$ cat src/source/sysarr_row_fifo.sv
module sysarr_row_fifo #(
    parameter type payload_t = logic,
    parameter int DEPTH = 8
) (
    input  logic     clk,
    input  logic     nRST,
    input  logic     push,
    input  payload_t push_data,
    input  logic     pop,
    output payload_t pop_data,
    output logic     empty,
    output logic     full
);
    localparam int PTR_W = (DEPTH > 1) ? $clog2(DEPTH) : 1;

    payload_t mem [DEPTH];
    logic [PTR_W-1:0] wr_ptr;
    logic [PTR_W-1:0] rd_ptr;
    logic [$clog2(DEPTH+1)-1:0] count;

    assign empty = (count == '0);
    assign full = (count == DEPTH[$clog2(DEPTH+1)-1:0]);
    assign pop_data = mem[rd_ptr]; // head row is visible whenever the FIFO holds one

    always_ff @(posedge clk, negedge nRST) begin
        if (!nRST) begin
            wr_ptr <= '0;
            rd_ptr <= '0;
            count <= '0;
        end else begin
            if (push) begin
                wr_ptr <= (wr_ptr == PTR_W'(DEPTH - 1)) ? '0 : wr_ptr + 1'b1;
            end
            if (pop) begin
                rd_ptr <= (rd_ptr == PTR_W'(DEPTH - 1)) ? '0 : rd_ptr + 1'b1;
            end
            if (push && !pop) begin
                count <= count + 1'b1;
            end else if (pop && !push) begin
                count <= count - 1'b1;
            end
        end
    end

    always_ff @(posedge clk) begin
        if (push) begin
            mem[wr_ptr] <= push_data;
        end
    end

    // fifo_has_space upstream should keep these from ever firing
    assert property (@(posedge clk) disable iff (!nRST) push |-> !full || pop);
    assert property (@(posedge clk) disable iff (!nRST) pop |-> !empty);

endmodule

$ cat config.mk
export PLATFORM = sky130hd
export DESIGN_NAME = sysarr_row_fifo
export DESIGN_NICKNAME = d
export VERILOG_FILES = /design/src/source/sysarr_row_fifo.sv
export SDC_FILE = /design/constraint.sdc
export NUM_CORES = 1
export LEC_CHECK = 0
export CORE_ASPECT_RATIO = 0.9
export CORE_MARGIN = 1.5
export CORE_UTILIZATION = 60
export CTS_BUF_LIST = sky130_fd_sc_hd__clkbuf_16
export DETAILED_ROUTE_END_ITERATION = 16
export DONT_BUFFER_PORTS = 1
export PLACE_DENSITY_LB_ADDON = 0.25
export SETUP_SLACK_MARGIN = 0.3
export SLEW_MARGIN = 40
export SYNTH_ARGS = -nofsm -noshare
export SYNTH_HDL_FRONTEND = slang
export SYNTH_SLANG_ARGS = --single-unit
$ cat constraint.sdc
create_clock -name clk -period 2.8 [get_ports clk]
set_input_delay 0.56 -clock clk [delete_from_list [all_inputs] [get_ports clk]]
set_output_delay 0.56 -clock clk [all_outputs]
set_load 0.02 [all_outputs]
==> results.md <==
| Metric | This run | Unit |
| --- | --- | --- |
| Net count after synthesis | 88 | - |
| Pins Over Slew Limit | 0 | - |
| Deepest clock path buffer count | 2 | - |
| Effective utilization at floorplan | 64.7 | % |
| Die area | 1830 | um2 |
| WHS | 0.405 | ns |
| Final worst path period share | 76.6 | % |
| Maximum fanout encountered on the critical timing path | 5 | - |
| Required time of the worst setup path | 2.24 | ns |
| Sequence of cells on the critical path | mux4_1 -> mux2_2 | - |
| Drt first-iter violations | 22 | - |
| Worst R2R Start | count[2] | - |
| Clock root buffer | clkbuf_16 | - |
| Synth warnings | 0 | - |
| Register share of total power | 41.2 | % |
| Horiz. Die Dim | 44.9 | um |
| TritonCTS clock tree | built | - |
| Share of the synthesized area in compound gates (AO/OA/AOI/OAI) | 5.02 | % |
| Hold-critical path depth | 1 | - |
| Final count of negative-setup-slack endpoints | 0 | - |
| Min Tclk post-route | 2.14 | ns |
| Final global-route overflow total | 0 | - |
| Number of core rows | 13 | - |
| Slew margin rel. | 79.7 | % |
| Largest family of logic cells by synthesized area | multiplexers | - |
| Worst skew pair latency | 0.25 | ns |
| Area of the core | 1460 | um2 |
| Wire length on met3 | 89 | um |
| Clock network fraction of design power | 24.9 | % |
| I/O Pins | 8 | - |
| Count of endpoints failing hold in the final timing report | 0 | - |
| Capturing element of the worst setup path | pop_data | - |
| Worst slew pin tran | 0.304 | ns |
| Synthesized-area fraction occupied by xor and xnor cells | 1.85 | % |
| Quantity of I/O buffers inserted on ports | 0 | - |
| DR WL/cell | 15.6 | um |
| Count of clock tree sinks | 18 | - |
| Diodes inserted | 0 | - |
| Cell type contributing the most total cell area after synthesis | dfrtp_1 | - |
| Number of instances resized during post-cts repair | 0 | - |
| Combinational group share of total power | 33.9 | % |
| H-tree levels | 1 | - |
| Met1 Wirelength | 719 | um |
| Startpoint-to-endpoint class of the critical path | flop to output port | - |
| Pin count of the biggest net entering global routing | 11 | - |
| Antenna violations before repair | 0 | - |
| Total DRC errors in the routed layout | 0 | - |
| Tightest Hold Check Type | primary input to flop | - |
| Synthesized cell area | 947 | um2 |
| 1st-pass router iterations | 5 | - |
| Synthesized flop and latch total | 18 | - |
| Setup skew after layout | 0.00249 | ns |
| Largest stage delay, worst path | 0.56 | ns |
| Crit path launch | rd_ptr[0] | - |
| Setup slack of the worst register-to-register path | 1.18 | ns |
| Critical R2R Capture | count[3] | - |
| Synthesized instance count | 75 | - |
| Total track usage | 19.6 | % |
| Final Routed Wirelength | 1510 | um |
| Switching portion of total power | 32.7 | % |
| Power Dens Cells | 1040 | nW/um2 |
| Met2 wire length | 670 | um |
| Via count of the first global-routing pass | 536 | - |
| Mean instance size in the synthesized netlist | 12.6 | um2 |
| Highest clock rate | 466 | MHz |
| Average vias per placed instance | 6.25 | - |
| Number of maximum-capacitance constraint violations | 0 | - |
| Most area-consuming cells after synthesis | dfrtp_1, edfxtp_1, ha_1 | - |
| Final HPWL from detailed placement | 1050 | um |
| Vert. Die Dim | 40.7 | um |
| Fraction of post-synthesis cell area in the top cell type by area | 26.4 | % |
| Layout cells sized above 1 | 13.4 | % |
| Unrepaired setup endpoints after global routing | no | - |
| Total leakage power | 0.435 | nW |
| Proportion of synthesized chip area in sequential cells | 51.8 | % |
| Number of vias after detailed routing | 606 | - |
| Kind of start point of the critical path | flop | - |
| Area added between synthesis and finish | 13.6 | % |
| Post-synthesis simple-gate area fraction | 13.6 | % |
| Post-synthesis share of cell area spent on full adders, half adders and majority gates | 11.4 | % |
| R2R cell count | 4 | - |
| Accumulated negative setup slack | 0 | ns |
| Highest metal layer with signal wires | met4 | - |
| Antenna viol nets, final | 0 | - |
| Run status | completed | - |
| P_sw | 367 | uW |
| Cell with the largest stage delay on the worst path | mux4_1 | - |
| WP data arrival | 1.58 | ns |
| Number of buffers created by CTS | 3 | - |
| Worst IR Drop VDD | 0.000695 | V |
| CTS clk-pin slew, worst paths | 0.05 | ns |
| Netlist cell types | 25 | - |
| Net total in the final layout | 96 | - |
| Internal Dissipation | 755 | uW |
| Global-route wire length before repair | 2260 | um |
| Crit path capture type | output port | - |
| End-of-flow core utilization | 73.5 | % |
| Mux share of post-synthesis cell area | 14.8 | % |
| Placer's final routability congestion estimate | 0.767 | - |
metrics by stage:
stage                     cells  cell area [um2]  total power, mW  setup WS, ns
after floorplan              75              947            0.750         0.789
after global placement       91              977            0.820         0.733
after detailed placement     91              977            0.835         0.605
after CTS                    96             1070             1.13         0.651
after global routing         97             1080             1.20         0.597
final                        97             1080             1.12         0.656
per-layer routing:
metal | GRT usage, % | vias to the layer above
li1 | - | 292
met1 | 22.0 | 286
met2 | 32.6 | 23
met3 | 7.93 | 5
met4 | 11.0 | 0
met5 | 0 | -
what timing repair did:
item                                   4_1_cts  5_1_grt
setup buffers                                0        0
endpoints found under the hold margin        4        6
hold buffers                                 1        1
area by class of cell:
cell class,instances,area [um2]
timing repair buffer,4,35.0
tap,15,18.8
clock inverter,1,3.75
sequential,18,490
multi-input combinational,53,442
clock buffer,3,75.1
inverter,3,11.3
fill,100,388
power by group through the flow:
stage	combinational [mW]	sequential [mW]	clock, mW
finish	0.380	0.462	0.280
global route	0.428	0.477	0.296
CTS	0.379	0.462	0.287
detailed placement	0.370	0.466	0
global placement	0.357	0.462	0
floorplan	0.310	0.440	0
Yosys cell counts:
| cell type | n |
|---|---|
| a2111o_1 | 1 |
| a21oi_1 | 2 |
| clkbuf_1 | 1 |
| dfrtp_1 | 10 |
| edfxtp_1 | 8 |
| fa_1 | 1 |
| ha_1 | 7 |
| inv_1 | 3 |
| mux2_2 | 6 |
| mux2i_1 | 2 |
| mux4_1 | 2 |
| nand2_1 | 6 |
| nand2b_1 | 3 |
| nand3_1 | 2 |
| nand3b_1 | 1 |
| nor2_1 | 7 |
| nor3_1 | 3 |
| nor4_1 | 1 |
| nor4b_1 | 1 |
| o211ai_1 | 2 |
| o21ai_0 | 1 |
| o22ai_1 | 1 |
| or3_1 | 1 |
| or4_1 | 1 |
| xnor2_1 | 2 |
flip-flops by register name (all words and copies together) (netlist names):
name    count
rd_ptr      3
count       4
mem         8
wr_ptr      3
critical path, delay by kind of cell (launching register included):
kind	cells	cell delay, ns
multiplexers	2	0.90
flip-flops	1	0.44
logic make-up after synthesis:
group                      Yosys count
and+or+nand+nor                     26
DFF                                 18
muxes                               10
adders and majority gates            8
AOI/OAI and AO/OA                    7
buffers and inverters                4
xor gates and xnor gates             2
how the worst min path moves through the flow:
stage	to	startpoint	slack, ns
global route	wr_ptr[0]	push	0.40
floorplan	count[0]	nRST	0.26
CTS	wr_ptr[2]	nRST	0.003
finish	wr_ptr[0]	push	0.40
global placement	rd_ptr[1]	nRST	0.26
detailed placement	rd_ptr[1]	nRST	0.26
layout by cell type (no fill, tap or decap), drive strengths merged:
master and count:
dfrtp 10, edfxtp 8, nor2 7, ha 7
nand2 6, mux2 6, inv 3, nand2b 3
nor3 3, clkbuf 3, mux4 2, xnor2 2
mux2i 2, a21oi 2, o211ai 2, nand3 2
dlygate4sd3 2, buf 2, nor4b 1, nor4 1
o22ai 1, nand3b 1, or3 1, or4 1
a2111o 1, o21ai 1, fa 1, clkinv 1
No activity file was read; power rests on OpenSTA's default activity.
