## config.mk

```make
export PLATFORM = sky130hd
export DESIGN_NAME = sysarr_mac_array
export DESIGN_NICKNAME = d
export VERILOG_FILES = /design/src/source/sysarr_pkg.sv /design/src/source/sysarr_mac_array.sv
export VERILOG_INCLUDE_DIRS = /design/src /design/src/source
export SDC_FILE = /design/constraint.sdc
export NUM_CORES = 2
export LEC_CHECK = 0
export BUFFER_PORTS_ARGS = -buffer_cell sky130_fd_sc_hd__buf_4
export CELL_PAD_IN_SITES_DETAIL_PLACEMENT = 1
export CELL_PAD_IN_SITES_GLOBAL_PLACEMENT = 2
export CORE_ASPECT_RATIO = 0.7
export CORE_MARGIN = 2
export CORE_UTILIZATION = 30
export DETAILED_ROUTE_END_ITERATION = 8
export PLACE_DENSITY = 0.62
export RECOVER_POWER = 100
export SYNTH_ARGS = -nofsm -noshare
export SYNTH_HDL_FRONTEND = slang
export SYNTH_SLANG_ARGS = --single-unit
```

## constraint.sdc

```tcl
create_clock -name clk -period 6.55 [get_ports clk]
set_input_delay 0.9825 -clock clk [delete_from_list [all_inputs] [get_ports clk]]
set_output_delay 0.9825 -clock clk [all_outputs]
set_load 0.005 [all_outputs]
```

## src/source/sysarr_settings.svh

```systemverilog
`ifndef SYSARR_SETTINGS_SVH
`define SYSARR_SETTINGS_SVH

// array dimension, also rows and columns of one job
`define SYSARR_N 4
`define SYSARR_DATA_W 8
`define SYSARR_ACC_W 16

// jobs that can be in flight at the same time
`define SYSARR_SLOTS 3
`define SYSARR_FIFO_DEPTH (2 * `SYSARR_N)

`endif

```

## src/source/sysarr_pkg.sv

```systemverilog
`include "sysarr_settings.svh"

package sysarr_pkg;

    typedef logic signed [`SYSARR_DATA_W-1:0] data_t;
    typedef logic signed [`SYSARR_ACC_W-1:0] acc_t;

    typedef data_t [`SYSARR_N-1:0] data_row_t; // element k sits at index k
    typedef acc_t [`SYSARR_N-1:0] acc_row_t;

    typedef logic [$clog2(`SYSARR_N)-1:0] row_idx_t;
    typedef logic [$clog2(3 * `SYSARR_N)-1:0] iter_t; // counts 0 to 3N-1 per job

    // one beat of the shared load bus, input wins over weight
    typedef struct packed {
        logic      input_en;
        logic      weight_en;
        row_idx_t  row;
        data_row_t data;
    } load_t;

    typedef struct packed {
        logic     partial_en;
        row_idx_t row;
        acc_row_t data;
    } ps_load_t;

    // strobes from the control unit to the datapath
    typedef struct packed {
        logic in_shift;
        logic ps_shift;
        logic mac_start;
        logic add_start;
    } cu_ctrl_t;

endpackage

```

## src/source/sysarr_mac_array.sv

```systemverilog
`include "sysarr_settings.svh"

module sysarr_mac_array (
    input  logic                 clk,
    input  logic                 nRST,
    input  logic                 weight_en,
    input  sysarr_pkg::row_idx_t weight_row_idx,
    input  sysarr_pkg::data_row_t weight_data,
    input  logic                 mac_start,
    input  sysarr_pkg::data_row_t in_row,
    output logic                 mac_ready,
    output logic                 mac_valid,
    output sysarr_pkg::acc_row_t mac_row
);
    localparam int N = `SYSARR_N;

    sysarr_pkg::data_row_t weights [N]; // weights[k][c] is W[k][c]
    sysarr_pkg::data_t skew [1:N-1][0:N-2];
    sysarr_pkg::data_t stage_x [N];
    sysarr_pkg::acc_row_t stage_sum [N];
    sysarr_pkg::acc_row_t result_q;
    logic [N-1:0] stage_valid;
    logic result_valid_q;
    logic ready_q;

    // weights stay in place, only a load rewrites a row
    always_ff @(posedge clk) begin
        if (weight_en) begin
            weights[weight_row_idx] <= weight_data;
        end
    end

    // element k of a row is delayed k cycles so it meets its stage
    always_ff @(posedge clk) begin
        for (int k = 1; k < N; k++) begin
            skew[k][0] <= in_row[k];
            for (int j = 1; j < k; j++) begin
                skew[k][j] <= skew[k][j-1];
            end
        end
    end

    always_comb begin
        stage_x[0] = in_row[0];
        for (int k = 1; k < N; k++) begin
            stage_x[k] = skew[k][k-1];
        end
    end

    // stage k adds in[k] * W[k][c] to every running column sum
    always_ff @(posedge clk) begin
        for (int c = 0; c < N; c++) begin
            stage_sum[0][c] <= stage_x[0] * weights[0][c];
        end
        for (int k = 1; k < N; k++) begin
            for (int c = 0; c < N; c++) begin
                stage_sum[k][c] <= stage_sum[k-1][c] + stage_x[k] * weights[k][c];
            end
        end
        result_q <= stage_sum[N-1]; // realigned row, all columns leave together
    end

    always_ff @(posedge clk, negedge nRST) begin
        if (!nRST) begin
            stage_valid <= '0;
            result_valid_q <= 1'b0;
            ready_q <= 1'b0;
        end else begin
            stage_valid <= {stage_valid[N-2:0], mac_start};
            result_valid_q <= stage_valid[N-1];
            ready_q <= !weight_en;
        end
    end

    // not ready while a weight row lands and in the cycle after it
    assign mac_ready = ready_q && !weight_en;
    assign mac_valid = result_valid_q;
    assign mac_row = result_q;

    assert property (@(posedge clk) disable iff (!nRST) mac_start |-> mac_ready);

endmodule

```

==> impl_metrics.ini <==
[hold_path]
worstHoldPathType = input port to asynchronous set/reset pin

[run_status]
violations = capacitance limit, slew limit
status = finished with violations

[grt]
antenna_found_initial = 8
grt_overflow = 0
grt_max_degree = 33
grt_first_pass_wirelength_mm = 232
grt_pass1_vias = 40600
grt_use_total = 0.155

[clocking]
clk_pin_slew_ps = 60
cts_hold_buffers = 0
ctsResizeCount = 0
cts_setup_buffers = 0
clock_latency_ps = 690
cts_sinks = 502
cts_max_level = 2
ctsLongestPathBuffers = 3
cts_made_buffers = 59
cts_tree = done
cts_root_buf = clkbuf_16

[worst_setup_path]
r2r-end = stage_sum[2][62]$_DFF_P_
rrSetupSlack_ps = 860
crit_type = input port to flip-flop
end_kind = flip-flop
cp.required_ps = 7120
cp.arrival_ps = 6420
r2r_cells = 14
path_max_fanout = 32
worstSetupStartpointType = input port
worstReg2RegStart = skew[0][63]$_DFF_P_

[yosys]
synth_area_leader_cell = fa_1
syn_inst = 5301
yosys-top-cells-area = fa_1, dfxtp_1, ha_1, inv_1, edfxtp_1
synth_seq_cells = 502
syn_area_um2 = 55800
synth_top_area_share = 0.384
synth_nets = 7003
synth_top_flop_cell = dfxtp_1
synth_warnings = 0
synth_edf_count = 128
yosysMostFrequentCell = inv_1
synth-async-reset-ratio = 0.0120
synth-seq-area-share = 0.203
avgSynthCellArea_um2 = 10.5
ys_types = 62
synth_commonest_cells = inv_1, fa_1, ha_1

[placed_design]
hpwlAfterDp_mm = 117
portBuffers = 135
gp_congestion = 0.790

[route]
wl_per_cell_um = 17.3
via_per_inst = 4.32
ant_nets = 0
dr_total_vias = 34600
drc = 0
drt_wl_total_mm = 138
dr.first_iter.drc_count = 1102
dr.pass1.iters = 5

[final_layout]
nets = 7161
drive_gt1_frac = 0.0463
syn_to_final_growth_pct = 10.8
fill_cells = 20700

[timing]
maxSlewViolCount = 165
setup_viol = 0
rsz0062_at_grt = no
max_freq_ghz = 0.171
finalCriticalPeriod_ps = 5850
tightestPinTransition_ps = 3090
finalSetupTns_ps = 0
slew_headroom = -1.06
hold_violations = 0
fin_skew_ps = 37.4
post-route-period-util = 0.893

[floorplanning]
rows = 132
die_area_um2 = 190000
pin_count = 136
die_w_um = 520
die_h_um = 365
start_util = 0.302
coreArea_um2 = 185000

[run]
cap_viol_max_count = 5
-- worst max-delay path, stage by stage --
cell      delay (ps)
clkbuf_1        1450
nand2b_1         260
fa_1             440
fa_1             490
inv_1             50
fa_1             480
inv_1             50
fa_1             470
inv_1             50
ha_1             290
o21ai_0          110
nor2_1            90
or4_1            490
a41oi_1          350
o21ai_0          180
xnor2_1          150
-- stage by stage --
step / cells / hold WS, ps / setup WS [ps] / cell area (µm²) / utilization
floorplan: 5301 / 310 / 1480 / 55800 / -
global placement: 7877 / 313 / 1090 / 60100 / 0.325
detailed placement: 7877 / 313 / 985 / 60100 / 0.325
CTS: 7989 / 17.4 / 1010 / 62200 / 0.336
global route: 7990 / 139 / 350 / 61900 / 0.335
finish: 7990 / 161 / 698 / 61900 / 0.335
-- flip-flops by register name (all words and copies together), names as in the netlist --
signal       cells
weights        128
skew            48
stage_valid      4
mac_row         64
stage_sum      256
ready_q          1
mac_valid        1
-- cell type report --
type	count	area, µm²	share of cell area
multi-input cells	3512	39600	0.640
flip-flops and latches	502	11400	0.184
inverters	1184	4440	0.0718
well taps	2479	3100	0.0501
clock buffers	72	1680	0.0272
repair buffers	200	1280	0.0207
clock inverters	40	398	0.00643
diodes	1	2.50	0.0000404
-- worst max-delay path by stage --
stage | slack (ps) | cells past startpoint | end | startpoint
5_1_grt | 350 | 16 | stage_sum[0][31]$_DFF_P_ | in_row[0]
2_1_floorplan | 1480 | 15 | stage_sum[0][31]$_DFF_P_ | in_row[7]
3_5_place_dp | 990 | 12 | stage_sum[0][46]$_DFF_P_ | in_row[7]
6_report | 700 | 16 | stage_sum[0][31]$_DFF_P_ | in_row[0]
3_3_place_gp | 1090 | 16 | stage_sum[2][63]$_DFF_P_ | skew[0][63]$_DFF_P_
4_1_cts | 1010 | 15 | stage_sum[2][47]$_DFF_P_ | skew[0][63]$_DFF_P_
-- cell families (layout without fill, tap and decap cells) --
family,Yosys count,in the layout,synth area share
adder cells (fa/ha/maj),1632,1632,0.510
buffers and inverters,1287,1496,0.0865
AND/OR/NAND/NOR,1236,1236,0.112
flip-flops,502,502,0.203
AO/OA/AOI/OAI,343,343,0.0412
XOR/XNOR,298,298,0.0467
multiplexers,3,3,0.000582
other,0,1,0
-- metal layers --
layer,track usage,part of all wire
met5,0,0.00017
met4,0.0225,0.014
met3,0.0179,0.027
met2,0.255,0.46
met1,0.223,0.50
-- cell usage in the layout (no fill, tap or decap), drive strengths merged, types with 7 or more instances in the layout --
cell         n
inv       1185
fa        1072
ha         560
and2       533
nand2      399
dfxtp      368
xnor2      256
clkbuf     211
nor2       189
edfxtp     128
a21oi       77
o21ai       74
buf         61
nand2b      45
xor2        42
a21o        37
a211oi      31
o21a        30
clkinv      28
o21bai      24
nor2b       21
nor3        19
o31ai       13
a2111oi     10
a211o        7
nand3        7
clkinvlp     7
Power is left out: the tool's default activity adds up to more than one toggle a clock period on the data nets, which glitch-free logic cannot reach.
