`config.mk`:
```
export PLATFORM = sky130hd
export DESIGN_NAME = sysarr_partial_adder
export DESIGN_NICKNAME = d
export VERILOG_FILES = /design/src/source/sysarr_pkg.sv /design/src/source/sysarr_partial_adder.sv
export VERILOG_INCLUDE_DIRS = /design/src /design/src/source
export SDC_FILE = /design/constraint.sdc
export NUM_CORES = 1
export LEC_CHECK = 0
export ABC_AREA = 1
export BUFFER_PORTS_ARGS = -buffer_cell sky130_fd_sc_hd__buf_2
export CAP_MARGIN = 20
export CORE_MARGIN = 2
export CORE_UTILIZATION = 60
export CTS_CLUSTER_SIZE = 40
export DETAILED_ROUTE_END_ITERATION = 16
export PLACE_DENSITY_LB_ADDON = 0.3
export SLEW_MARGIN = 25
export SYNTH_ARGS = -nofsm -noshare
export SYNTH_HDL_FRONTEND = slang
export SYNTH_SLANG_ARGS = --single-unit
```
`constraint.sdc`:
```
create_clock -name clk -period 4.35 [get_ports clk]
set_input_delay 1.305 -clock clk [delete_from_list [all_inputs] [get_ports clk]]
set_output_delay 1.305 -clock clk [all_outputs]
set_load 0.005 [all_outputs]
```
`src/source/sysarr_settings.svh`:
```
`ifndef SYSARR_SETTINGS_SVH
`define SYSARR_SETTINGS_SVH

// array dimension, also rows and columns of one job
`define SYSARR_N 4
`define SYSARR_DATA_W 8
`define SYSARR_ACC_W 16

// jobs that can be in flight at the same time
`define SYSARR_SLOTS 3
`define SYSARR_FIFO_DEPTH (2 * `SYSARR_N)

`endif

```
`src/source/sysarr_pkg.sv`:
```
`include "sysarr_settings.svh"

package sysarr_pkg;

    typedef logic signed [`SYSARR_DATA_W-1:0] data_t;
    typedef logic signed [`SYSARR_ACC_W-1:0] acc_t;

    typedef data_t [`SYSARR_N-1:0] data_row_t; // element k sits at index k
    typedef acc_t [`SYSARR_N-1:0] acc_row_t;

    typedef logic [$clog2(`SYSARR_N)-1:0] row_idx_t;
    typedef logic [$clog2(3 * `SYSARR_N)-1:0] iter_t; // counts 0 to 3N-1 per job

    // one beat of the shared load bus, input wins over weight
    typedef struct packed {
        logic      input_en;
        logic      weight_en;
        row_idx_t  row;
        data_row_t data;
    } load_t;

    typedef struct packed {
        logic     partial_en;
        row_idx_t row;
        acc_row_t data;
    } ps_load_t;

    // strobes from the control unit to the datapath
    typedef struct packed {
        logic in_shift;
        logic ps_shift;
        logic mac_start;
        logic add_start;
    } cu_ctrl_t;

endpackage

```
`src/source/sysarr_partial_adder.sv`:
```
`include "sysarr_settings.svh"

module sysarr_partial_adder (
    input  logic                 clk,
    input  logic                 nRST,
    input  logic                 mac_valid,
    input  logic                 add_start,
    input  sysarr_pkg::acc_row_t mac_row,
    input  sysarr_pkg::acc_row_t ps_row,
    output logic                 sum_valid,
    output sysarr_pkg::acc_row_t sum_row
);
    localparam int HOLD = 2 * `SYSARR_N;
    localparam int PTR_W = $clog2(HOLD);

    // MAC rows wait here until their partial row is popped
    sysarr_pkg::acc_row_t hold [HOLD];
    logic [PTR_W-1:0] wr_ptr;
    logic [PTR_W-1:0] rd_ptr;
    logic [$clog2(HOLD+1)-1:0] hold_cnt;
    sysarr_pkg::acc_row_t sum_next;

    always_comb begin
        for (int c = 0; c < `SYSARR_N; c++) begin
            sum_next[c] = hold[rd_ptr][c] + ps_row[c]; // wraps at the accumulator width
        end
    end

    always_ff @(posedge clk) begin
        if (mac_valid) begin
            hold[wr_ptr] <= mac_row;
        end
        if (add_start) begin
            sum_row <= sum_next;
        end
    end

    always_ff @(posedge clk, negedge nRST) begin
        if (!nRST) begin
            wr_ptr <= '0;
            rd_ptr <= '0;
            hold_cnt <= '0;
            sum_valid <= 1'b0;
        end else begin
            sum_valid <= add_start;
            if (mac_valid) begin
                wr_ptr <= (wr_ptr == PTR_W'(HOLD - 1)) ? '0 : wr_ptr + 1'b1;
            end
            if (add_start) begin
                rd_ptr <= (rd_ptr == PTR_W'(HOLD - 1)) ? '0 : rd_ptr + 1'b1;
            end
            if (mac_valid && !add_start) begin
                hold_cnt <= hold_cnt + 1'b1;
            end else if (add_start && !mac_valid) begin
                hold_cnt <= hold_cnt - 1'b1;
            end
        end
    end

    // the MAC row of a sum must already sit in the holding register
    assert property (@(posedge clk) disable iff (!nRST) add_start |-> hold_cnt != '0);

endmodule

```
==> impl_metrics.env <==
export IMPL_vias_per_cell=5.755
export IMPL_syn_num_nets=2462
export IMPL_hp_class="in2async"
export IMPL_grt_pass1_vias=17550
export IMPL_period_needed_ns=3.752
export IMPL_path_max_fanout=57
export IMPL_drv_slew=0
export IMPL_cts_root_buf="clkbuf_16"
export IMPL_cp_end_kind="flop"
export IMPL_placed_area_um2=27130
export IMPL_detail_route_antenna_nets=0
export IMPL_worstPathRequired_ns=4.72
export IMPL_synth_warnings=0
export IMPL_wl_per_cell_um=19.29
export IMPL_die_area_um2=44220
export IMPL_setup_viol=0
export IMPL_fmax_mhz=266.5
export IMPL_r2r_slack_ns=0.60
export IMPL_syn_to_final_growth_pct=13.27
export IMPL_fin_skew_ns=0.01500
export IMPL_rows=75
export IMPL_antenna_found_initial=12
export IMPL_gp_congestion=0.9057
export IMPL_synth_area_top_cells="edfxtp_1 68%, nand2_1 6.7%, nor2_1 5.1%"
export IMPL_grt_overflow=0
export IMPL_synth_edf_count=576
export IMPL_ios=197
export IMPL_yosysTopAreaCellShare=0.6775
export IMPL_slew_headroom=0.4031
export IMPL_critPathKind="reg2reg"
export IMPL_drc_errors=0
export IMPL_dp_worst_setup_slack_ns=0.6304
export IMPL_regArea_um2=17480
export IMPL_post_cts_resized=0
export IMPL_vdd_ir_drop_worst_v=0.0004341
export IMPL_multi_input_area_um2=7089
export IMPL_num_vias=17540
export IMPL_synth_common_cells="576 x edfxtp_1, 456 x nand2_1, 350 x nor2_1, 239 x o21ai_0, 133 x inv_1"
export IMPL_grt_max_degree=93
export IMPL_fill_cells=2914
export IMPL_cts_tree="yes"
export IMPL_htree_num_levels=2
export IMPL_netlist_area_um2=25530
export IMPL_die_w_um=210.3
export IMPL_r2r_start="rd_ptr[0]"
export IMPL_initial_utilization=0.6086
export IMPL_final_hold_viol_count=0
export IMPL_post_route_period_util=0.8625
export IMPL_postCtsHoldBufs=0
export IMPL_clk_pin_slew_ns=0.06
export IMPL_clock_path_buffers=3
export IMPL_start_kind="flop"
export IMPL_async_flop_share=0.01201
export IMPL_ys_flop_type="edfxtp_1"
export IMPL_clock_latency_ns=0.61
export IMPL_drive_gt1_frac=0.1343
export IMPL_ys_ff_latch=583
export IMPL_reg2reg_to="sum_row[30]"
export IMPL_r2r_cells=14
export IMPL_yosysSeqAreaShare=0.6844
export IMPL_p_per_area_nw_per_um2=700.2
export IMPL_avgSynthCellArea_um2=11.29
export IMPL_syn_inst=2262
export IMPL_grt_first_pass_wirelength_mm=92.52
export IMPL_worst_pin_slew_ns=0.8940
export IMPL_drt_iter0_markers=1641
export IMPL_core_area_um2=41950
export IMPL_worstPathArrival_ns=4.13
export IMPL_cts_buffers=58
export IMPL_yosys_cell_count_top_type="edfxtp_1"
export IMPL_rsz0062_at_grt="no"
export IMPL_final_cell_area_um2=28920
export IMPL_drt_total_wl_mm=58.78
export IMPL_die_h_um=210.3
export IMPL_drv_cap=0
export IMPL_status="finished, final reports clean"
export IMPL_leakage_nw=11.24
export IMPL_layout_setup_ws_ns=0.5982
export IMPL_clock_sinks=583
export IMPL_finish_utilization=0.6894
export IMPL_io_buffers=196
export IMPL_hpwl_mm=34.46
export IMPL_postCtsSetupRepairBufs=0
export IMPL_synth_cell_type_count=30
export IMPL_hold_ws_ns=0.5412
export IMPL_nNetsFinal=2655
export IMPL_first_pass_iters=6
export IMPL_grt_usage=0.2709
export IMPL_yosys_area_top_type="edfxtp_1"
flip-flops by register name, indices dropped and copies added (netlist names):
signal	cells
sum_row	64
hold	512
rd_ptr	3
wr_ptr	3
sum_valid	1
layer usage:
| layer | global-route usage | part of all wire | vias to the layer above |
|---|---|---|---|
| li1 | - | - | 8297 |
| met1 | 0.3582 | 0.41 | 8445 |
| met2 | 0.4543 | 0.49 | 664 |
| met3 | 0.04395 | 0.066 | 120 |
| met4 | 0.1069 | 0.029 | 10 |
| met5 | 0 | 0.0011 | - |
cell type report:
| type | instances | share of cell area |
|---|---|---|
| flip-flops and latches | 583 | 0.6045 |
| multi-input cells | 1444 | 0.2452 |
| clock buffers | 67 | 0.05209 |
| repair buffers | 230 | 0.04729 |
| well taps | 539 | 0.02332 |
| inverters | 138 | 0.01817 |
| clock inverters | 39 | 0.008870 |
| diodes | 7 | 0.0006057 |
layout by cell type, fill, tap and decap left out, drive strengths merged, types with 5 or more instances in the layout:
cell type  instances
edfxtp           576
nand2            456
nor2             350
o21ai            267
buf              230
inv              141
a21oi            106
clkbuf            67
nand3             64
ha                64
a31oi             56
clkinv            29
xor2              28
and2              10
nand4             10
o22ai              8
diode              7
dfrtp              7
clkinvlp           5
worst max-delay path by stage:
stage	slack, ns	cells past startpoint	start	endpoint
2_1_floorplan	-0.23	2	mac_valid	hold[1][0]
3_3_place_gp	0.78	14	rd_ptr[0]	sum_row[30]
3_5_place_dp	0.63	14	rd_ptr[0]	sum_row[30]
6_report	0.60	14	rd_ptr[0]	sum_row[30]
5_1_grt	0.25	14	rd_ptr[0]	sum_row[30]
4_1_cts	0.62	14	rd_ptr[0]	sum_row[30]
cell families after synthesis:
family / after synthesis / synth area share
AOI/OAI and AO/OA: 445 / 0.09175
DFF: 583 / 0.6844
buffers and inverters: 235 / 0.04029
adders and majority gates: 68 / 0.03450
xor gates and xnor gates: 32 / 0.01098
and+or+nand+nor: 899 / 0.1381
through the flow:
stage,cells,power [mW],setup TNS [ns]
after global routing,3045,21.57,0
after CTS,3040,20.26,0
after floorplan,2262,13.21,-113.74
after detailed placement,2934,15.58,0
after global placement,2934,15.31,0
final,3047,20.25,0
report_power, final:
group	total (mW)	switching [mW]	internal [mW]
Sequential	7.68	0.261	7.42
Clock	4.66	2.07	2.59
Combinational	7.90	5.27	2.63
critical path: stages (launching register included):
cell     delay, ns
dfrtp_4       0.62
inv_6         0.39
nor2_1        0.08
o21ai_0       0.18
a21oi_1       0.06
a31oi_1       0.39
ha_1          0.25
inv_1         0.06
fa_1          0.42
o21ai_0       0.53
nand2_1       0.10
nand2_1       0.16
nand2_1       0.10
nand3_1       0.09
nand2_1       0.06
No activity file was read; power rests on OpenSTA's default activity.
