`config.mk`:
```
export PLATFORM = sky130hd
export DESIGN_NAME = sysarr_control_unit
export DESIGN_NICKNAME = d
export VERILOG_FILES = /design/src/source/sysarr_pkg.sv /design/src/source/sysarr_control_unit.sv
export VERILOG_INCLUDE_DIRS = /design/src /design/src/source
export SDC_FILE = /design/constraint.sdc
export NUM_CORES = 1
export LEC_CHECK = 0
export BUFFER_PORTS_ARGS = -buffer_cell sky130_fd_sc_hd__buf_2
export CAP_MARGIN = 40
export CELL_PAD_IN_SITES_DETAIL_PLACEMENT = 1
export CELL_PAD_IN_SITES_GLOBAL_PLACEMENT = 2
export CORE_ASPECT_RATIO = 1.75
export CORE_MARGIN = 1.5
export CORE_UTILIZATION = 23
export CTS_BUF_LIST = sky130_fd_sc_hd__clkbuf_4 sky130_fd_sc_hd__clkbuf_8
export DETAILED_ROUTE_END_ITERATION = 10
export GPL_ROUTABILITY_DRIVEN = 0
export PLACE_DENSITY_LB_ADDON = 0.2
export SKIP_CTS_REPAIR_TIMING = 1
export SYNTH_ARGS = -nofsm -noshare
export SYNTH_HDL_FRONTEND = slang
export SYNTH_SLANG_ARGS = --single-unit
```
`constraint.sdc`:
```
create_clock -name clk -period 2.6 [get_ports clk]
set_clock_uncertainty 0.2 [all_clocks]
set_input_delay 0.13 -clock clk [delete_from_list [all_inputs] [get_ports clk]]
set_output_delay 0.13 -clock clk [all_outputs]
set_load 0.05 [all_outputs]
```
`src/source/sysarr_settings.svh`:
```
`ifndef SYSARR_SETTINGS_SVH
`define SYSARR_SETTINGS_SVH

// array dimension, also rows and columns of one job
`define SYSARR_N 4
`define SYSARR_DATA_W 8
`define SYSARR_ACC_W 16

// jobs that can be in flight at the same time
`define SYSARR_SLOTS 3
`define SYSARR_FIFO_DEPTH (2 * `SYSARR_N)

`endif

```
`src/source/sysarr_pkg.sv`:
```
`include "sysarr_settings.svh"

package sysarr_pkg;

    typedef logic signed [`SYSARR_DATA_W-1:0] data_t;
    typedef logic signed [`SYSARR_ACC_W-1:0] acc_t;

    typedef data_t [`SYSARR_N-1:0] data_row_t; // element k sits at index k
    typedef acc_t [`SYSARR_N-1:0] acc_row_t;

    typedef logic [$clog2(`SYSARR_N)-1:0] row_idx_t;
    typedef logic [$clog2(3 * `SYSARR_N)-1:0] iter_t; // counts 0 to 3N-1 per job

    // one beat of the shared load bus, input wins over weight
    typedef struct packed {
        logic      input_en;
        logic      weight_en;
        row_idx_t  row;
        data_row_t data;
    } load_t;

    typedef struct packed {
        logic     partial_en;
        row_idx_t row;
        acc_row_t data;
    } ps_load_t;

    // strobes from the control unit to the datapath
    typedef struct packed {
        logic in_shift;
        logic ps_shift;
        logic mac_start;
        logic add_start;
    } cu_ctrl_t;

endpackage

```
`src/source/sysarr_control_unit.sv`:
```
`include "sysarr_settings.svh"

module sysarr_control_unit (
    input  logic                 clk,
    input  logic                 nRST,
    input  sysarr_pkg::load_t    load,
    input  sysarr_pkg::ps_load_t ps_load,
    input  logic                 mac_ready,
    output sysarr_pkg::cu_ctrl_t ctrl,
    output logic                 fifo_has_space
);
    localparam int N = `SYSARR_N;
    localparam int SLOTS = `SYSARR_SLOTS;

    sysarr_pkg::iter_t iteration [SLOTS];
    sysarr_pkg::iter_t nxt_iteration [SLOTS];
    logic [SLOTS-1:0] slot_full;
    logic [SLOTS-1:0] nxt_slot_full;

    logic [N-1:0] in_loaded; // rows of the job currently being written
    logic [N-1:0] nxt_in_loaded;
    logic [N-1:0] ps_loaded;
    logic [N-1:0] nxt_ps_loaded;
    logic in_all; // every input row of the job in its input phase is loaded
    logic nxt_in_all;
    logic [1:0] ps_all_cnt; // jobs whose partial rows are all loaded
    logic [1:0] nxt_ps_all_cnt;

    logic in_phase;
    logic ps_phase;
    sysarr_pkg::row_idx_t in_row;
    sysarr_pkg::row_idx_t ps_row;
    logic in_ok;
    logic ps_ok;
    logic step;
    logic start_job;
    logic claimed;
    logic in_last;
    logic ps_last;
    logic ps_pending; // partial strobe waits one cycle for its MAC row to reach the adder
    sysarr_pkg::cu_ctrl_t nxt_ctrl;

    // find the slot that waits for an input row and the one that waits for a partial row
    always_comb begin
        in_phase = 1'b0;
        ps_phase = 1'b0;
        in_row = '0;
        ps_row = '0;
        for (int s = 0; s < SLOTS; s++) begin
            if (slot_full[s] && !in_phase && iteration[s] < sysarr_pkg::iter_t'(N)) begin
                in_phase = 1'b1;
                in_row = sysarr_pkg::row_idx_t'(iteration[s]);
            end
            if (slot_full[s] && !ps_phase && iteration[s] > sysarr_pkg::iter_t'(N)
                    && iteration[s] <= sysarr_pkg::iter_t'(2 * N)) begin
                ps_phase = 1'b1;
                ps_row = sysarr_pkg::row_idx_t'(iteration[s] - sysarr_pkg::iter_t'(N + 1));
            end
        end
    end

    assign in_ok = in_loaded[in_row] || in_all;
    assign ps_ok = ps_loaded[ps_row] || (ps_all_cnt != 2'd0);
    assign in_last = in_phase && (in_row == sysarr_pkg::row_idx_t'(N - 1));
    assign ps_last = ps_phase && (ps_row == sysarr_pkg::row_idx_t'(N - 1));

    // all slots move together, a missing row holds every slot for that cycle
    assign step = (|slot_full) && mac_ready && (!in_phase || in_ok) && (!ps_phase || ps_ok);

    assign start_job = load.input_en && (load.row == '0);

    always_comb begin
        nxt_iteration = iteration;
        nxt_slot_full = slot_full;
        claimed = 1'b0;
        for (int s = 0; s < SLOTS; s++) begin
            if (slot_full[s] && step) begin
                if (iteration[s] == sysarr_pkg::iter_t'(3 * N - 1)) begin
                    nxt_iteration[s] = '0;
                    nxt_slot_full[s] = 1'b0;
                end else begin
                    nxt_iteration[s] = iteration[s] + 1'b1;
                end
            end
        end
        for (int s = 0; s < SLOTS; s++) begin
            if (start_job && !slot_full[s] && !claimed) begin // lowest free slot takes the job
                nxt_slot_full[s] = 1'b1;
                nxt_iteration[s] = '0;
                claimed = 1'b1;
            end
        end
    end

    always_comb begin
        nxt_in_loaded = in_loaded;
        nxt_ps_loaded = ps_loaded;
        nxt_in_all = in_all;
        nxt_ps_all_cnt = ps_all_cnt;
        if (step && in_last) begin
            nxt_in_all = 1'b0;
        end
        if (step && ps_last) begin
            nxt_ps_all_cnt = nxt_ps_all_cnt - 2'd1;
        end
        if (load.input_en) begin
            nxt_in_loaded[load.row] = 1'b1;
        end
        if (ps_load.partial_en) begin
            nxt_ps_loaded[ps_load.row] = 1'b1;
        end
        if (&nxt_in_loaded) begin
            nxt_in_all = 1'b1;
            nxt_in_loaded = '0;
        end
        if (&nxt_ps_loaded) begin
            nxt_ps_all_cnt = nxt_ps_all_cnt + 2'd1;
            nxt_ps_loaded = '0;
        end
    end

    always_comb begin
        nxt_ctrl = '0;
        nxt_ctrl.in_shift = step && in_phase;
        nxt_ctrl.mac_start = step && in_phase;
        nxt_ctrl.ps_shift = ps_pending;
        nxt_ctrl.add_start = ps_pending;
    end

    always_ff @(posedge clk, negedge nRST) begin
        if (!nRST) begin
            iteration <= '{default: '0};
            slot_full <= '0;
            in_loaded <= '0;
            ps_loaded <= '0;
            in_all <= 1'b0;
            ps_all_cnt <= '0;
            ps_pending <= 1'b0;
            ctrl <= '0;
        end else begin
            iteration <= nxt_iteration;
            slot_full <= nxt_slot_full;
            in_loaded <= nxt_in_loaded;
            ps_loaded <= nxt_ps_loaded;
            in_all <= nxt_in_all;
            ps_all_cnt <= nxt_ps_all_cnt;
            ps_pending <= step && ps_phase;
            ctrl <= nxt_ctrl;
        end
    end

    // a new job may start only once no slot still collects input or partial rows
    assign fifo_has_space = !in_phase && !ps_phase;

    // row 0 of a job needs room in the FIFOs and a free slot to track it
    assert property (@(posedge clk) disable iff (!nRST)
        start_job |-> fifo_has_space && !(&slot_full));

endmodule

```
==> flow_metrics.env, run 1 <==
export IMPL_track_usage_pct=16.6
export IMPL_ys_seq_area_share_pct=35.0
export IMPL_htreeDepth=2
export IMPL_core_area_sq_um=8730
export IMPL_cts_tree="done"
export IMPL_synth_top_family_by_area="simple AND/OR/NAND/NOR gates"
export IMPL_die_w_um=74.7
export IMPL_violations="negative setup slack"
export IMPL_grt_max_degree=30
export IMPL_hold_depth=4
export IMPL_dp_hpwl_mm=5.45
export IMPL_synth_cells=234
export IMPL_overflow=0
export IMPL_holdCritPathClass="input pin to flip-flop"
export IMPL_worstSkewPairLatency_ps=290
export IMPL_synthMostInstantiatedCell="nand2_1"
export IMPL_die_y_um=129
export IMPL_combPwrFrac_pct=69.1
export IMPL_synth_seq_cells=29
export IMPL_peakVddDrop_v=0.000610
export IMPL_num_vias=2061
export IMPL_synth_top_area_share_pct=35.0
export IMPL_power_share_sequential_pct=18.5
export IMPL_drive_gt1_share_pct=38.1
export IMPL_end_kind="flip-flop"
export IMPL_diodes=0
export IMPL_power_w=0.00466
export IMPL_sw_frac_of_total_pct=45.1
export IMPL_antenna_found_initial=0
export IMPL_synth_mux_area_share_pct=4.59
export IMPL_fmax_ghz=0.364
export IMPL_synth_top_cell_by_area="dfrtp_1"
export IMPL_clockBufferDepth=2
export IMPL_synthToLayoutAreaGrowth_pct=49.1
export IMPL_grt_pass1_vias=2265
export IMPL_synth_edf_count=0
export IMPL_row_count=45
export IMPL_start_util_pct=23.7
export IMPL_die_area_sq_um=9600
export IMPL_critPathLaunchType="flip-flop"
export IMPL_io_pin_count=111
export IMPL_path_max_fanout=7
export IMPL_path_clk_slew_ps=70
export IMPL_period_share_pct=106
export IMPL_power_net_switching_w=0.00210
export IMPL_drt_pass1_iterations=4
export IMPL_hold_viol_final=0
export IMPL_intPower_w=0.00256
export IMPL_fin_nets=411
export IMPL_cap_viol_max_count=0
export IMPL_setup_viol=20
export IMPL_synthFlopType="dfrtp_1"
export IMPL_p_leak_nw=1.32
export IMPL_reg2reg_depth=11
export IMPL_synthesis_area_sq_um=2070
export IMPL_status="complete, but fails checks"
export IMPL_ys_async_sr_fraction_pct=100
export IMPL_synth_compound_area_share_pct=23.7
export IMPL_synth_common_cells="nand2_1, dfrtp_1, nor2_1"
export IMPL_synth_cell_types=57
export IMPL_ys_warnings_count=0
export IMPL_via_per_inst=4.95
export IMPL_port_buffer_count=13
export IMPL_max_slew_margin_pct=52.2
export IMPL_cts_root_buffer="clkbuf_8"
export IMPL_numCtsBuffers=5
export IMPL_avgRoutedWirePerCell_um=17.5
export IMPL_clock_power_share_pct=12.4
export IMPL_fin_tns_setup_ps=-1880
export IMPL_antenna_left=0
export IMPL_p_per_area_nw_per_um2=1510
export IMPL_avgSynthCellArea_sq_um=8.85
export IMPL_syn_num_nets=347
export IMPL_slew_violations=0
export IMPL_min_period_ps=2750
export IMPL_finish_utilization_pct=35.4
export IMPL_worstPathArrival_ps=2730
export IMPL_grt_pass1_wl_mm=11.7
export IMPL_cp_required_ps=2580
export IMPL_synthXorXnorAreaFrac_pct=1.27
export IMPL_drt_total_wl_mm=7.27
export IMPL_drt_iter0_markers=57
export IMPL_tightest_slew_ps=717
export IMPL_ys_top_cells_by_area="dfrtp_1, nand2_1, ha_1"
export IMPL_worst_slack_ps=-151
export IMPL_post_route_drc_count=0
export IMPL_rsz0062_at_grt="true"
export IMPL_crit_type="flip-flop to flip-flop"
export IMPL_synth_adder_area_share_pct=4.23
export IMPL_yosys_area_share_simple_pct=25.4
export IMPL_cts_sinks=29
registers in the layout, summed over array words and instances (netlist names):
register    flops
iteration      12
in_loaded       4
ps_loaded       4
slot_full       3
ctrl            2
ps_all_cnt      2
in_all          1
ps_pending      1
cell usage in the layout (no fill, tap or decap), types with 2 or more instances in the layout:
master         synthesis  layout
nand3b_1               6       6
nor2_1                20      17
bufinv_16              0       2
o21a_1                 5       4
clkbuf_8               0       5
xnor2_1                2       2
inv_1                 12      11
nor4_1                 8       6
a21oi_1                6       5
ha_1                   7       5
a311o_1                2       2
a41oi_2                0       5
ha_2                   0       2
dlygate4sd3_1          0       6
buf_6                  1      11
mux2i_1                8       8
a2111oi_4              0       2
nor2_2                 0       3
o21ai_0                8       8
buf_2                  3      12
a31oi_1                5       5
dfrtp_1               29      29
a2111o_1               2       2
nor2b_1                3       3
nor3b_2                0       2
o311a_1                3       2
nand3_1                6       5
and3_1                 3       3
o211ai_1               4       4
nor3_1                 4       3
nand2_1               32      31
buf_4                  3      41
area by class of cell:
cell class,instances,area [sq um]
fillers,1015,5640
repair buffers,71,572
well taps,117,146
clock buffers,5,68.8
clock inverters,3,65.1
multi-input cells,179,1470
flip-flops and latches,29,726
inverters,12,45.0
power by group through the flow:
stage	logic, W	registers (W)	clock network (W)
CTS	0.00282	0.000859	0.000599
finish	0.00322	0.000861	0.000580
floorplan	0.00165	0.000892	0
detailed placement	0.00280	0.000866	0
global route	0.00352	0.000898	0.000616
global placement	0.00279	0.000855	0
per-stage QoR:
stage                     setup WS, ps  cell area, sq um  cells  hold WS [ps]
after global routing              -250              3090    416          17.5
after detailed placement          -318              2630    398          30.2
after CTS                         -364              2770    406          -299
after floorplan                  -33.3              2130    234          -366
after global placement            -333              2630    398          24.6
final                             -151              3090    416          6.87
worst paths after layout:
kind | startpoint | end | slack (ps)
max | iteration[7]$_DFFE_PN0P_ | iteration[2]$_DFFE_PN0P_ | -150
max reg2reg | iteration[7]$_DFFE_PN0P_ | iteration[2]$_DFFE_PN0P_ | -150
min in group asynchronous | nRST | ps_pending$_DFF_PN0_ | 220
min reg2reg | ps_pending$_DFF_PN0_ | ctrl[0]$_DFF_PN0_ | 150
min | ps_load[64] | ps_loaded[2]$_DFF_PN0_ | 7
max in group asynchronous | nRST | iteration[0]$_DFFE_PN0P_ | 1510
metal layers:
metal	vias up	part of all wire (%)	track usage, %
li1	1001	-	-
met1	1027	38	17.2
met2	23	59	31.8
met3	10	1.3	2.82
met4	0	2.0	5.99
met5	-	0	0
worst max-delay path, cell delays in order (launching register included):
cell,delay [ps]
dfrtp_1,390
buf_6,140
buf_12,120
nor3b_4,250
o21ai_4,110
o21a_1,210
a22o_1,260
a2111oi_4,290
buf_6,190
buf_6,140
nor4_1,60
a211o_1,260
cells by family after synthesis:
family                     count (synthesis)
AOI/OAI and AO/OA                         60
xor gates and xnor gates                   3
adders and majority gates                  7
buffers and inverters                     26
DFF                                       29
muxes                                      9
and+or+nand+nor                          100
Power figures use the tool's default switching activity.
==> run 2, diff against run 1 <==
CORE_UTILIZATION = 25   (was 23)
clock period = 2.86 ns   (was 2.6 ns; I/O delays follow)
==> run 2 against run 1 <==
Effect of this change: clock-buffer cell count grew 2; global-route usage grew 0.097 points; flip-flop and latch count is the same; combinational power shrank 17%; register-to-register slack gained 250 ps; largest power group unchanged; first-iteration DRC count grew 98%; via count shrank 0.97%; the run ends with negative hold slack left; total power shrank 16%; sequential share of layout area grew 2.0 points.
==> flow_metrics.env, run 2 (same netlist as run 1, synthesis figures left out) <==
export IMPL_status="complete, but fails checks"
export IMPL_violations="negative hold slack"
export IMPL_worstPathArrival_ps=2780
export IMPL_dp_hpwl_mm=5.00
export IMPL_num_vias=2041
export IMPL_avgRoutedWirePerCell_um=18.2
export IMPL_io_pin_count=111
export IMPL_core_area_sq_um=7960
export IMPL_cts_root_buffer="clkbuf_8"
export IMPL_synthToLayoutAreaGrowth_pct=37.4
export IMPL_cts_sinks=29
export IMPL_dp_slack_ps=-55.1
export IMPL_die_y_um=123
export IMPL_post_route_drc_count=0
export IMPL_max_slew_margin_pct=51.9
export IMPL_grt_pass1_vias=2158
export IMPL_cap_viol_max_count=0
export IMPL_final_cell_mix="buf_4, nand2_1, dfrtp_1"
export IMPL_whs_ps=-38.6
export IMPL_reg2reg_from="iteration[4]$_DFFE_PN0P_"
export IMPL_port_buffer_count=13
export IMPL_worst_slack_ps=97.1
export IMPL_path_max_fanout=6
export IMPL_fmax_ghz=0.362
export IMPL_antenna_left=0
export IMPL_grt_pass1_wl_mm=11.1
export IMPL_drive_gt1_share_pct=33.2
export IMPL_end_kind="flip-flop"
export IMPL_numCtsBuffers=5
export IMPL_tightest_slew_ps=721
export IMPL_hold_viol_final=3
export IMPL_crit_type="flip-flop to flip-flop"
export IMPL_hp_start="ps_load[66]"
export IMPL_fin_tns_setup_ps=0
export IMPL_power_net_switching_w=0.00179
export IMPL_dpl_cell_area_sq_um=2460
export IMPL_antenna_found_initial=0
export IMPL_drt_total_wl_mm=6.91
export IMPL_die_w_um=71.8
export IMPL_clock_power_share_pct=12.2
export IMPL_min_period_ps=2760
export IMPL_cp_startpoint="iteration[4]$_DFFE_PN0P_"
export IMPL_p_per_area_nw_per_um2=1370
export IMPL_mostFrequentLayoutCell="buf_4"
export IMPL_row_count=43
export IMPL_drt_pass1_iterations=6
export IMPL_die_area_sq_um=8860
export IMPL_critPathLaunchType="flip-flop"
export IMPL_cts_tree="done"
export IMPL_clockBufferDepth=2
export IMPL_power_share_sequential_pct=19.8
export IMPL_combPwrFrac_pct=68.1
export IMPL_htreeDepth=2
export IMPL_largest_reg_flops=12
export IMPL_regMostFlops="iteration"
export IMPL_cp_required_ps=2870
export IMPL_top_regs="iteration x12, in_loaded x4, ps_loaded x4"
export IMPL_diodes=0
export IMPL_intPower_w=0.00212
export IMPL_start_util_pct=26.0
export IMPL_p_leak_nw=1.24
export IMPL_track_usage_pct=16.7
export IMPL_setup_viol=0
export IMPL_via_per_inst=5.39
export IMPL_holdCritPathClass="input pin to flip-flop"
export IMPL_period_share_pct=96.6
export IMPL_overflow=0
export IMPL_drt_iter0_markers=113
export IMPL_fin_nets=401
export IMPL_power_w=0.00391
export IMPL_grt_max_degree=30
export IMPL_peakVddDrop_v=0.000454
export IMPL_final_area_sq_um=2850
export IMPL_sw_frac_of_total_pct=45.7
export IMPL_slew_violations=0
export IMPL_path_clk_slew_ps=70
export IMPL_worstSkewPairLatency_ps=300
-- run 2: final timing paths --
check,end,slack (ps),cells past startpoint
max,slot_full[2]$_DFFE_PN0P_,100,12
min reg2reg,ctrl[0]$_DFF_PN0_,160,0
min,ps_loaded[1]$_DFF_PN0_,-40,3
min in group asynchronous,iteration[7]$_DFFE_PN0P_,240,2
max in group asynchronous,ps_loaded[0]$_DFF_PN0_,1760,2
max reg2reg,slot_full[2]$_DFFE_PN0P_,100,12
-- run 2: per-layer routing --
layer / routed length [um] / vias to the layer above / global-route usage, %
met5: 0 / - / 0
met4: 256 / 0 / 7.43
met3: 98 / 15 / 2.61
met2: 3920 / 17 / 31.9
met1: 2640 / 1033 / 17.4
li1: - / 976 / -
-- run 2: through the flow --
| stage | cells | util [%] |
|---|---|---|
| 2_1_floorplan | 234 | - |
| 3_3_place_gp | 360 | 30.9 |
| 3_5_place_dp | 360 | 30.9 |
| 4_1_cts | 368 | 32.4 |
| 5_1_grt | 379 | 35.7 |
| 6_report | 379 | 35.7 |
-- run 2: final cells by class --
cell class	count	area, sq um
timing repair buffer	61	450
inverter	12	45.0
sequential	29	726
tap	90	113
multi-input combinational	179	1390
clock inverter	1	30.0
clock buffer	7	90.1
fill	943	5120
-- run 2: power by group through the flow --
| stage | registers [W] | clock network, W | logic (W) |
|---|---|---|---|
| global route | 0.000806 | 0.000506 | 0.00292 |
| CTS | 0.000769 | 0.000495 | 0.00232 |
| global placement | 0.000766 | 0 | 0.00229 |
| detailed placement | 0.000776 | 0 | 0.00231 |
| floorplan | 0.000803 | 0 | 0.00142 |
| finish | 0.000774 | 0.000475 | 0.00266 |
-- run 2: critical path: stages, from the launching register on --
cell,delay [ps]
dfrtp_1,370
inv_2,60
ha_4,160
and3b_2,220
o21ai_4,200
buf_6,120
nand2_1,80
a22o_4,250
a2111oi_4,370
buf_4,240
nor3_1,80
buf_4,130
a41oi_1,190
==> run 3, diff against run 2 <==
HOLD_SLACK_MARGIN = 0.12   (was unset)
==> run 3 against run 2 <==
Effect of this change: the flow now finishes without violations; largest power group unchanged; global-route usage unchanged; critical path type unchanged; total power increased by 1.1%; die area stayed put.
==> flow_metrics.env, run 3 (same netlist as run 1, synthesis figures left out) <==
export IMPL_diodes=0
export IMPL_numCtsBuffers=5
export IMPL_max_slew_margin_pct=51.8
export IMPL_drive_gt1_share_pct=32.3
export IMPL_min_period_ps=2770
export IMPL_cts_sinks=29
export IMPL_port_buffer_count=13
export IMPL_setup_viol=0
export IMPL_dp_hpwl_mm=5.00
export IMPL_fin_nets=409
export IMPL_clockBufferDepth=2
export IMPL_end_kind="flip-flop"
export IMPL_drt_iter0_markers=76
export IMPL_start_util_pct=26.0
export IMPL_power_w=0.00395
export IMPL_whs_ps=142
export IMPL_peakVddDrop_v=0.000482
export IMPL_hold_viol_final=0
export IMPL_cp_required_ps=2870
export IMPL_cts_tree="done"
export IMPL_critPathLaunchType="flip-flop"
export IMPL_dpl_cell_area_sq_um=2460
export IMPL_grt_pass1_vias=2158
export IMPL_drt_total_wl_mm=7.04
export IMPL_top_regs="iteration x12, in_loaded x4, ps_loaded x4"
export IMPL_post_route_drc_count=0
export IMPL_cap_viol_max_count=0
export IMPL_worstSkewPairLatency_ps=300
export IMPL_final_area_sq_um=2930
export IMPL_grt_max_degree=30
export IMPL_io_pin_count=111
export IMPL_track_usage_pct=16.7
export IMPL_p_leak_nw=1.28
export IMPL_fin_tns_setup_ps=0
export IMPL_dp_slack_ps=-55.1
export IMPL_mostFrequentLayoutCell="buf_4"
export IMPL_cts_root_buffer="clkbuf_8"
export IMPL_regMostFlops="iteration"
export IMPL_path_max_fanout=6
export IMPL_antenna_found_initial=0
export IMPL_slew_violations=0
export IMPL_tightest_slew_ps=723
export IMPL_overflow=0
export IMPL_core_area_sq_um=7960
export IMPL_p_per_area_nw_per_um2=1350
export IMPL_crit_type="flip-flop to flip-flop"
export IMPL_status="completed"
export IMPL_period_share_pct=96.7
export IMPL_fmax_ghz=0.361
export IMPL_avgRoutedWirePerCell_um=18.2
export IMPL_row_count=43
export IMPL_htreeDepth=2
export IMPL_fillers=945
export IMPL_synthToLayoutAreaGrowth_pct=41.3
export IMPL_grt_pass1_wl_mm=11.1
export IMPL_worstPathArrival_ps=2780
export IMPL_antenna_left=0
export IMPL_final_cell_mix="buf_4, nand2_1, dfrtp_1"
export IMPL_die_area_sq_um=8860
export IMPL_largest_reg_flops=12
export IMPL_num_vias=2079
export IMPL_path_clk_slew_ps=70
export IMPL_die_y_um=123
export IMPL_die_w_um=71.8
export IMPL_drt_pass1_iterations=6
export IMPL_holdCritPathClass="input pin to flip-flop"
export IMPL_worst_slack_ps=93.5
export IMPL_via_per_inst=5.37
[run 3: changes by cell type in the layout (fill, tap and decap cells not counted)]
| cell | change |
|---|---|
| dlygate4sd3_1 | +8 |
[run 3: final timing paths]
path / start / depth (start not counted) / slack (ps) / to
worst min register to register: ps_pending$_DFF_PN0_ / 0 / 160 / ctrl[0]$_DFF_PN0_
worst min-delay path: mac_ready / 5 / 140 / in_all$_DFFE_PN0P_
min in group asynchronous: nRST / 2 / 240 / iteration[7]$_DFFE_PN0P_
worst max register to register: iteration[4]$_DFFE_PN0P_ / 12 / 90 / slot_full[2]$_DFFE_PN0P_
max in group asynchronous: nRST / 2 / 1760 / ps_loaded[0]$_DFF_PN0_
worst max-delay path: iteration[4]$_DFFE_PN0P_ / 12 / 90 / slot_full[2]$_DFFE_PN0P_
[run 3: final cells by class]
cell class	count	area [sq um]	share of cell area, %
clock buffer	7	90.1	3.08
clock inverter	1	30.0	1.03
inverter	12	45.0	1.54
multi-input combinational	179	1390	47.6
sequential	29	726	24.8
tap	90	113	3.85
timing repair buffer	69	531	18.1
[run 3: per-stage QoR]
stage	utilization (%)	cells
6_report	36.7	387
4_1_cts	32.4	368
3_3_place_gp	30.9	360
5_1_grt	36.7	387
2_1_floorplan	-	234
3_5_place_dp	30.9	360
[run 3: layer usage]
layer  vias to the layer above  global-route usage (%)  share of wire [%]
li1                        996                       -                  -
met1                      1051                    17.4                 39
met2                        17                    31.9                 56
met3                        15                    2.61                1.3
met4                         0                    7.43                3.6
met5                         -                       0                  0
[run 3: critical path, stage by stage (launching register included)]
cell and delay [ps]:
dfrtp_1 370, inv_2 60, ha_4 160, and3b_2 220
o21ai_4 200, buf_6 120, nand2_1 80, a22o_4 250
a2111oi_4 370, buf_4 240, nor3_1 80, buf_4 130
a41oi_1 190
[run 3: report_power, final]
group	internal [W]	leakage [nW]	total [W]	switching [W]
Combinational	0.00126	0.868	0.00270	0.00145
Sequential	0.000609	0.346	0.000775	0.000166
Clock	0.000293	0.0619	0.000476	0.000182
Total	0.00216	1.28	0.00395	0.00180
